`config.mk`:
```
export PLATFORM = sky130hd
export DESIGN_NAME = icache_top
export DESIGN_NICKNAME = d
export VERILOG_FILES = /design/src/icache_pkg.sv /design/src/icache_way.sv /design/src/icache_way_select.sv /design/src/icache_controller.sv /design/src/icache_top.sv
export SDC_FILE = /design/constraint.sdc
export NUM_CORES = 2
export LEC_CHECK = 0
export BUFFER_PORTS_ARGS = -buffer_cell sky130_fd_sc_hd__clkbuf_2
export CORE_MARGIN = 1.5
export CORE_UTILIZATION = 35
export CTS_BUF_LIST = sky130_fd_sc_hd__clkbuf_8
export DETAILED_ROUTE_END_ITERATION = 8
export PLACE_DENSITY = 0.54
export SYNTH_ARGS = -nofsm -noshare
export SYNTH_HDL_FRONTEND = slang
export SYNTH_MEMORY_MAX_BITS = 65536
export SYNTH_SLANG_ARGS = --single-unit
```
`constraint.sdc`:
```
create_clock -name clk_i -period 8.7 [get_ports clk_i]
set_clock_uncertainty 0.15 [all_clocks]
set_input_delay 0.87 -clock clk_i [delete_from_list [all_inputs] [get_ports clk_i]]
set_output_delay 0.87 -clock clk_i [all_outputs]
set_load 0.01 [all_outputs]
```
`src/icache_pkg.sv`:
```
/*
  Shared geometry, address layout and controller states of the two-way
  instruction cache. Every other file refers to these by scoped names.
*/
package icache_pkg;

  // Word and address widths
  localparam int ADDR_W     = 32;
  localparam int WORD_W     = 32;

  // Line geometry, four words per line
  localparam int LINE_WORDS = 4;
  localparam int LINE_W     = LINE_WORDS * WORD_W;

  // Set geometry
  localparam int SETS       = 16;
  localparam int INDEX_W    = 4;
  localparam int OFFSET_W   = 2;

  // Instructions are word aligned, so two byte bits are always dropped
  localparam int BYTE_OFF_W = 2;
  localparam int TAG_W      = ADDR_W - INDEX_W - OFFSET_W - BYTE_OFF_W;

  // Accepted fetch address, seen either raw or split into lookup fields
  // Raw view goes to memory, field view drives tag compare and word select
  typedef union packed {
    logic [ADDR_W-1:0] raw;
    struct packed {
      logic [TAG_W-1:0]      tag;
      logic [INDEX_W-1:0]    index;
      logic [OFFSET_W-1:0]   offset;
      logic [BYTE_OFF_W-1:0] byte_off;
    } fields;
  } icache_addr_u;

  // Miss sequencing states
  // IDLE covers both waiting for a request and the lookup cycle
  typedef enum logic [1:0] {
    IDLE     = 2'd0,
    MEM_REQ  = 2'd1,
    MEM_WAIT = 2'd2,
    DRAIN    = 2'd3
  } icache_state_e;

endpackage

```
`src/icache_way.sv`:
```
/*
  One way of the instruction cache. Holds valid bits, tags and line data
  for every set, compares the indexed tag and returns the addressed word.
  A fill writes a whole line and marks the set valid.
*/
module icache_way (
  input  logic                                clk_i,
  input  logic                                rst_ni,

  // Lookup port, driven from the accepted address register
  input  logic [icache_pkg::INDEX_W-1:0]      index_i,
  input  logic [icache_pkg::TAG_W-1:0]        tag_i,
  input  logic [icache_pkg::OFFSET_W-1:0]     offset_i,

  // Fill port, shares the lookup index and tag
  input  logic                                fill_i,
  input  logic [icache_pkg::LINE_W-1:0]       fill_line_i,

  output logic                                hit_o,
  output logic [icache_pkg::WORD_W-1:0]       word_o
);

  // Valid bit per set
  logic [icache_pkg::SETS-1:0] valid_q;

  // Tag store
  logic [icache_pkg::TAG_W-1:0] tag_mem [icache_pkg::SETS];

  // Line store, each entry split into words for the offset select
  logic [icache_pkg::LINE_WORDS-1:0][icache_pkg::WORD_W-1:0] line_mem [icache_pkg::SETS];

  // Stored line of the indexed set
  logic [icache_pkg::LINE_WORDS-1:0][icache_pkg::WORD_W-1:0] line_sel;

  assign line_sel = line_mem[index_i];

  // Tag compare, qualified by the valid bit
  assign hit_o  = valid_q[index_i] && (tag_mem[index_i] == tag_i);

  // Word picked from the line regardless of hit
  // Way select only forwards it when this way hits
  assign word_o = line_sel[offset_i];

  // Valid bits start cleared, set by a fill
  always_ff @(posedge clk_i) begin
    if (!rst_ni) begin
      valid_q <= '0;
    end else if (fill_i) begin
      valid_q[index_i] <= 1'b1;
    end
  end

  // Tag and data written together on a fill
  always_ff @(posedge clk_i) begin
    if (fill_i) begin
      tag_mem[index_i]  <= tag_i;
      line_mem[index_i] <= fill_line_i;
    end
  end

endmodule

```
`src/icache_way_select.sv`:
```
/*
  Merges the hit results of the two ways and keeps one LRU bit per set.
  The LRU bit names the victim way for the next miss in that set.
*/
module icache_way_select (
  input  logic                                clk_i,
  input  logic                                rst_ni,

  input  logic [icache_pkg::INDEX_W-1:0]      index_i,

  // Per-way lookup results
  input  logic                                hit0_i,
  input  logic                                hit1_i,
  input  logic [icache_pkg::WORD_W-1:0]       word0_i,
  input  logic [icache_pkg::WORD_W-1:0]       word1_i,

  // Replacement update from the controller
  input  logic                                lru_update_i,
  input  logic [1:0]                          fill_way_i,

  output logic                                hit_o,
  output logic [icache_pkg::WORD_W-1:0]       hit_word_o,
  output logic                                victim_o
);

  // One bit per set, holds the index of the victim way
  logic [icache_pkg::SETS-1:0] lru_q;

  assign hit_o      = hit0_i || hit1_i;
  assign hit_word_o = hit1_i ? word1_i : word0_i;
  assign victim_o   = lru_q[index_i];

  // A hit makes the other way the victim
  // A fill never coincides with a hit on the same set, so the way that
  // was not filled becomes the victim
  always_ff @(posedge clk_i) begin
    if (!rst_ni) begin
      lru_q <= '0;
    end else if (lru_update_i) begin
      if (hit_o) begin
        lru_q[index_i] <= hit0_i;
      end else begin
        lru_q[index_i] <= fill_way_i[0];
      end
    end
  end

  // A line may live in only one way of a set
  // Holds as long as fills only go to a set after a miss in both ways
  assert property (@(posedge clk_i) disable iff (!rst_ni) !(hit0_i && hit1_i))
    else $error("icache: both ways hit in set %0d", index_i);

endmodule

```
`src/icache_controller.sv`:
```
/*
  Miss sequencer of the instruction cache. Accepts fetch requests, answers
  hits from the lookup, runs the memory handshake on a miss and fills the
  victim way. A kill from fetch drops the pending miss and any late line.
*/
module icache_controller (
  input  logic                                clk_i,
  input  logic                                rst_ni,

  // Fetch request side
  input  logic                                req_valid_i,
  output logic                                req_ready_o,
  input  logic                                kill_i,

  // Lookup interface
  output logic                                lookup_o,
  input  logic                                hit_i,
  input  logic [icache_pkg::WORD_W-1:0]       hit_word_i,
  input  logic                                victim_i,

  // Memory side
  output logic                                mem_req_valid_o,
  input  logic                                mem_req_ready_i,
  input  logic                                mem_rsp_valid_i,
  input  logic [icache_pkg::LINE_W-1:0]       mem_rsp_data_i,
  input  logic [icache_pkg::OFFSET_W-1:0]     offset_i,

  // Fill and replacement control
  output logic                                fill_o,
  output logic [1:0]                          fill_way_o,
  output logic                                lru_update_o,

  // Fetch response, one cycle pulse
  output logic                                rsp_valid_o,
  output logic [icache_pkg::WORD_W-1:0]       rsp_data_o
);

  icache_pkg::icache_state_e state_q, state_d;

  // High in the cycle after a request was accepted
  logic lookup_q;
  logic accept;
  logic hit_rsp;
  logic miss_start;
  logic fill;

  // Returned line viewed as words
  logic [icache_pkg::LINE_WORDS-1:0][icache_pkg::WORD_W-1:0] rsp_line;

  assign rsp_line = mem_rsp_data_i;

  // No new request while a lookup or a miss is in flight
  assign req_ready_o = (state_q == icache_pkg::IDLE) && !lookup_q;
  assign accept      = req_valid_i && req_ready_o;

  // Accept strobe, loads the address register and raises the lookup flag
  assign lookup_o    = accept;

  // Lookup outcome, a kill in this cycle cancels both paths
  assign hit_rsp     = lookup_q && hit_i && !kill_i;
  assign miss_start  = lookup_q && !hit_i && !kill_i;

  // Line arrives and nobody killed the miss meanwhile
  assign fill        = (state_q == icache_pkg::MEM_WAIT) && mem_rsp_valid_i && !kill_i;

  assign fill_o          = fill;
  assign fill_way_o      = victim_i ? 2'b10 : 2'b01;
  assign lru_update_o    = hit_rsp || fill;
  assign mem_req_valid_o = (state_q == icache_pkg::MEM_REQ);

  always_comb begin
    state_d = state_q;
    unique case (state_q)
      icache_pkg::IDLE: begin
        if (miss_start) begin
          state_d = icache_pkg::MEM_REQ;
        end
      end
      icache_pkg::MEM_REQ: begin
        // Once memory took the request its line has to be drained
        if (mem_req_ready_i) begin
          state_d = kill_i ? icache_pkg::DRAIN : icache_pkg::MEM_WAIT;
        end else if (kill_i) begin
          state_d = icache_pkg::IDLE;
        end
      end
      icache_pkg::MEM_WAIT: begin
        if (mem_rsp_valid_i) begin
          state_d = icache_pkg::IDLE;
        end else if (kill_i) begin
          state_d = icache_pkg::DRAIN;
        end
      end
      icache_pkg::DRAIN: begin
        // Swallow the stale line
        if (mem_rsp_valid_i) begin
          state_d = icache_pkg::IDLE;
        end
      end
      default: state_d = icache_pkg::IDLE;
    endcase
  end

  always_ff @(posedge clk_i) begin
    if (!rst_ni) begin
      state_q     <= icache_pkg::IDLE;
      lookup_q    <= 1'b0;
      rsp_valid_o <= 1'b0;
    end else begin
      state_q     <= state_d;
      lookup_q    <= accept;
      rsp_valid_o <= hit_rsp || fill;
    end
  end

  // Response word from the cache on a hit, from the new line on a fill
  always_ff @(posedge clk_i) begin
    if (fill) begin
      rsp_data_o <= rsp_line[offset_i];
    end else if (hit_rsp) begin
      rsp_data_o <= hit_word_i;
    end
  end

  // Memory request is only withdrawn by a kill
  assert property (@(posedge clk_i) disable iff (!rst_ni)
    (mem_req_valid_o && !mem_req_ready_i && !kill_i) |=> mem_req_valid_o)
    else $error("icache: memory request dropped before ready");

  // A line swallowed in DRAIN is neither filled nor returned to fetch
  // Covers both ways in, kill in MEM_REQ and kill in MEM_WAIT
  assert property (@(posedge clk_i) disable iff (!rst_ni)
    (state_q == icache_pkg::DRAIN) |=> !rsp_valid_o)
    else $error("icache: fill or response from a drained line");

endmodule

```
`src/icache_top.sv`:
```
/*
  Top level of the two-way instruction cache between fetch and a line-wide
  instruction memory. Registers the accepted address and wires the ways,
  the way-select block and the miss controller together.
*/
module icache_top (
  input  logic                                clk_i,
  input  logic                                rst_ni,

  // Fetch side
  input  logic                                req_valid_i,
  input  logic [icache_pkg::ADDR_W-1:0]       req_addr_i,
  output logic                                req_ready_o,
  input  logic                                kill_i,
  output logic                                rsp_valid_o,
  output logic [icache_pkg::WORD_W-1:0]       rsp_data_o,

  // Memory side
  output logic                                mem_req_valid_o,
  output logic [icache_pkg::ADDR_W-1:0]       mem_req_addr_o,
  input  logic                                mem_req_ready_i,
  input  logic                                mem_rsp_valid_i,
  input  logic [icache_pkg::LINE_W-1:0]       mem_rsp_data_i
);

  // Accepted address, held for the lookup and the whole miss
  icache_pkg::icache_addr_u addr_q;

  logic                          lookup;
  logic                          hit0, hit1, hit, victim;
  logic [icache_pkg::WORD_W-1:0] word0, word1, hit_word;
  logic                          fill, lru_update;
  logic [1:0]                    fill_way;

  always_ff @(posedge clk_i) begin
    if (lookup) begin
      addr_q.raw <= req_addr_i;
    end
  end

  // Line aligned request address
  assign mem_req_addr_o = {addr_q.fields.tag, addr_q.fields.index,
                           {(icache_pkg::OFFSET_W + icache_pkg::BYTE_OFF_W){1'b0}}};

  icache_way way0 (
    .clk_i       (clk_i),
    .rst_ni      (rst_ni),
    .index_i     (addr_q.fields.index),
    .tag_i       (addr_q.fields.tag),
    .offset_i    (addr_q.fields.offset),
    .fill_i      (fill && fill_way[0]),
    .fill_line_i (mem_rsp_data_i),
    .hit_o       (hit0),
    .word_o      (word0)
  );

  icache_way way1 (
    .clk_i       (clk_i),
    .rst_ni      (rst_ni),
    .index_i     (addr_q.fields.index),
    .tag_i       (addr_q.fields.tag),
    .offset_i    (addr_q.fields.offset),
    .fill_i      (fill && fill_way[1]),
    .fill_line_i (mem_rsp_data_i),
    .hit_o       (hit1),
    .word_o      (word1)
  );

  icache_way_select u_way_select (
    .clk_i        (clk_i),
    .rst_ni       (rst_ni),
    .index_i      (addr_q.fields.index),
    .hit0_i       (hit0),
    .hit1_i       (hit1),
    .word0_i      (word0),
    .word1_i      (word1),
    .lru_update_i (lru_update),
    .fill_way_i   (fill_way),
    .hit_o        (hit),
    .hit_word_o   (hit_word),
    .victim_o     (victim)
  );

  icache_controller u_controller (
    .clk_i           (clk_i),
    .rst_ni          (rst_ni),
    .req_valid_i     (req_valid_i),
    .req_ready_o     (req_ready_o),
    .kill_i          (kill_i),
    .lookup_o        (lookup),
    .hit_i           (hit),
    .hit_word_i      (hit_word),
    .victim_i        (victim),
    .mem_req_valid_o (mem_req_valid_o),
    .mem_req_ready_i (mem_req_ready_i),
    .mem_rsp_valid_i (mem_rsp_valid_i),
    .mem_rsp_data_i  (mem_rsp_data_i),
    .offset_i        (addr_q.fields.offset),
    .fill_o          (fill),
    .fill_way_o      (fill_way),
    .lru_update_o    (lru_update),
    .rsp_valid_o     (rsp_valid_o),
    .rsp_data_o      (rsp_data_o)
  );

  // Address must not move while memory stalls the request
  assert property (@(posedge clk_i) disable iff (!rst_ni)
    (mem_req_valid_o && !mem_req_ready_i) |=> $stable(mem_req_addr_o))
    else $error("icache: memory request address changed under back-pressure");

endmodule

```
==> impl_metrics.toml <==
[outcome]
status = "complete, no violations"

[drt]
vias = 90000
avgViaCountPerCell = 5.40
ant_nets = 0
drt_wl_total_um = 526000
drcViolationCount = 0
dr.pass1.iters = 8
post_drt_wl_per_cell_um = 31.5
drt_iter0_drc = 9010

[yosys]
yosysSeqAreaShare = 0.776
synth_seq_cells = 4982
synthArstFlopShare = 0
syn-instance-count = 7820
syn_area_per_cell_um2 = 24.6
yosys_warnings = 0
yosysMostFrequentCell = "edfxtp_1"
synth_common_cells = "4926 x edfxtp_1, 1534 x mux4_2, 170 x mux2i_1"
synth_top_area_cell = "edfxtp_1"
netlist_area_mm2 = 0.192
synth_edf_count = 4926
synth_top_area_share = 0.770
synthTopCellsByArea = "edfxtp_1 77%, mux4_2 18%, mux2i_1 0.89%"
ys_types = 77
ys.flop_type = "edfxtp_1"

[timing]
drv_slew = 0
setup_viol_count_final = 0
hold_viol_final = 0
period_share = 0.733
worst_pin_slew_ps = 1290
period_minus_slack_ps = 6380
rsz0062_at_grt = "false"
setup_slack_ps = 2320
relSlewSlack = 0.135
fmax_mhz = 157
whs_ps = 109
tns_ps = 0

[cells_and_area]
multi_input_area_mm2 = 0.0408
fin_cells = 16700
areaGrowthSynthToFinish_pct = 13.8
seq_area_mm2 = 0.149
nets = 8910
fill_cells = 47700
drive_gt1_frac = 0.321

[power]
seq_power_share = 0.544
p_clk_frac = 0.379
vdd_drop_max_v = 0.000151
p_leak_nw = 68.0
switchingPower_mw = 11.4
switching_share = 0.235
combPwrFrac = 0.077
pwr_density_cell_mw_per_mm2 = 223
internal-power_mw = 37.2

[place]
dpl_worst_slack_ps = 2370
numPortBuffers = 226
place_hpwl_um = 266000
dp.cells = 15100
place.gp.congestion = 0.763

[floorplan]
dieArea_mm2 = 0.553
io-pin-count = 233
rows = 271
start_util = 0.352
die_w_um = 744
core_mm2 = 0.546
die_y_um = 744

[setup_path]
crit_type = "reg -> reg"
startpoint_type = "flop"
end_kind = "flop"
cp.arrival_ps = 7000
required_ps = 9320
path_max_fanout = 43

[grt]
grt_use_total = 0.187
grt_overflow = 0
antenna_found_initial = 108
grt_max_degree = 144
first_global_vias = 94900
grt_pass1_wl_um = 735000

[clock_tree]
numCtsBuffers = 804
cts_root_buffer = "clkbuf_8"
insertion_delay_ps = 1340
cts_resized = 0
path_clk_slew_ps = 60
clockBufferDepth = 4
cts_tree = "built"
clkSinkCount = 4982
cts_max_level = 6

[run]
max-cap-violations = 0

[worst_hold_path]
worstHoldPathType = "in -> reg"
-- routing by layer --
layer  share of wire  vias to the layer above  track usage  wire (um)
li1                -                    36000            -          -
met1            0.41                    49900        0.248     215000
met2            0.51                     3216        0.321     266000
met3           0.064                      867       0.0322      33500
met4           0.022                       40       0.0461      11400
met5         0.00049                        -            0        258
-- worst max-delay path: stages, from the launching register on --
cell	delay, ps
dfxtp_4	790
buf_4	710
buf_4	520
mux2i_1	310
o32ai_1	160
a221oi_1	260
o21ai_0	240
or4_1	540
or4_1	540
nor4_4	170
buf_4	400
nor2_1	200
o21ai_4	220
buf_12	350
-- power groups by stage --
stage,logic [mW],registers [mW],clock network [mW]
floorplan,2.53,27.0,0
global route,3.99,26.4,19.9
finish,3.74,26.5,18.5
detailed placement,3.72,27.0,0
CTS,3.81,26.5,18.9
global placement,3.67,27.0,0
-- cells in the final DEF (no fill, tap or decap), types with 10 or more instances in the layout --
cell           instances
edfxtp_1            4926
mux4_2              1534
clkbuf_8             808
inv_1                290
clkbuf_2             226
clkinv_1             214
mux2i_1              170
buf_4                146
dlygate4sd3_1        122
nand2_1              109
clkinv_2              78
buf_12                76
diode_2               55
nor2_1                54
dfxtp_1               52
a21oi_1               49
a22oi_1               36
xnor2_1               33
nor2_4                32
o21a_1                32
o21ai_1               30
and2_1                23
nor2b_1               17
nand3_1               17
a211oi_1              17
o41ai_1               16
mux4_1                15
inv_12                15
mux2_2                14
o21ai_0               14
inv_8                 13
xor2_1                12
nor3_1                12
bufinv_16             12
and3_1                10
nand4_1               10
clkinvlp_4            10
-- stage by stage --
step           area [um2]   util  total power, mW
6_report           219000  0.401             48.7
5_1_grt            219000  0.401             50.4
4_1_cts            218000  0.400             49.2
3_5_place_dp       203000  0.372             30.7
3_3_place_gp       203000  0.372             30.6
2_1_floorplan      192000      -             29.5
-- flip-flops by register name, summed over array words and instances (netlist names), named ones only --
signal,count
way0.line_mem,2048
way1.line_mem,2048
way0.tag_mem,384
way1.tag_mem,384
u_controller.rsp_data_o,32
addr_q,30
u_way_select.lru_q,16
way0.valid_q,16
way1.valid_q,16
u_controller.state_q,2
u_controller.lookup_q,1
u_controller.rsp_valid_o,1
-- repair_timing --
item | in CTS | in global routing
hold endpoints to repair | 2120 | 0
endpoints found under the setup margin | 0 | 0
hold buffers | 122 | 0
buffers inserted | 0 | 0
-- cell type report --
type                    instances  area share
flip-flops and latches       4982       0.682
multi-input cells            2365       0.187
clock buffers                 808      0.0509
well taps                    7234      0.0414
repair buffers                570      0.0227
clock inverters               635      0.0154
diodes                         55    0.000630
inverters                      21    0.000395
-- path summary, 6_finish.rpt --
path	start	to	slack [ps]	cells after the start
setup / recovery	flop	u_controller.rsp_data_o[23]$_DFFE_PP_	2320	13
hold reg to reg	way1.valid_q[11]$_SDFFE_PN0P_	way1.valid_q[11]$_SDFFE_PN0P_	310	1
hold / removal	mem_rsp_data_i[9]	way1.line_mem[10][9]$_DFFE_PP_	110	1
setup reg to reg	flop	u_controller.rsp_data_o[23]$_DFFE_PP_	2320	13
-- cells by family (layout without fill, tap and decap cells) --
| kind of cell | count (synthesis) | in the layout | share of synthesized area |
|---|---|---|---|
| compound gates | 254 | 254 | 0.00914 |
| xor+xnor | 45 | 45 | 0.00205 |
| buf+inv | 476 | 2034 | 0.0129 |
| flops | 4982 | 4982 | 0.776 |
| mux | 1733 | 1733 | 0.192 |
| other cells | 1 | 59 | 0.0000195 |
| simple gates | 329 | 329 | 0.00830 |
Power figures use the tool's default switching activity.
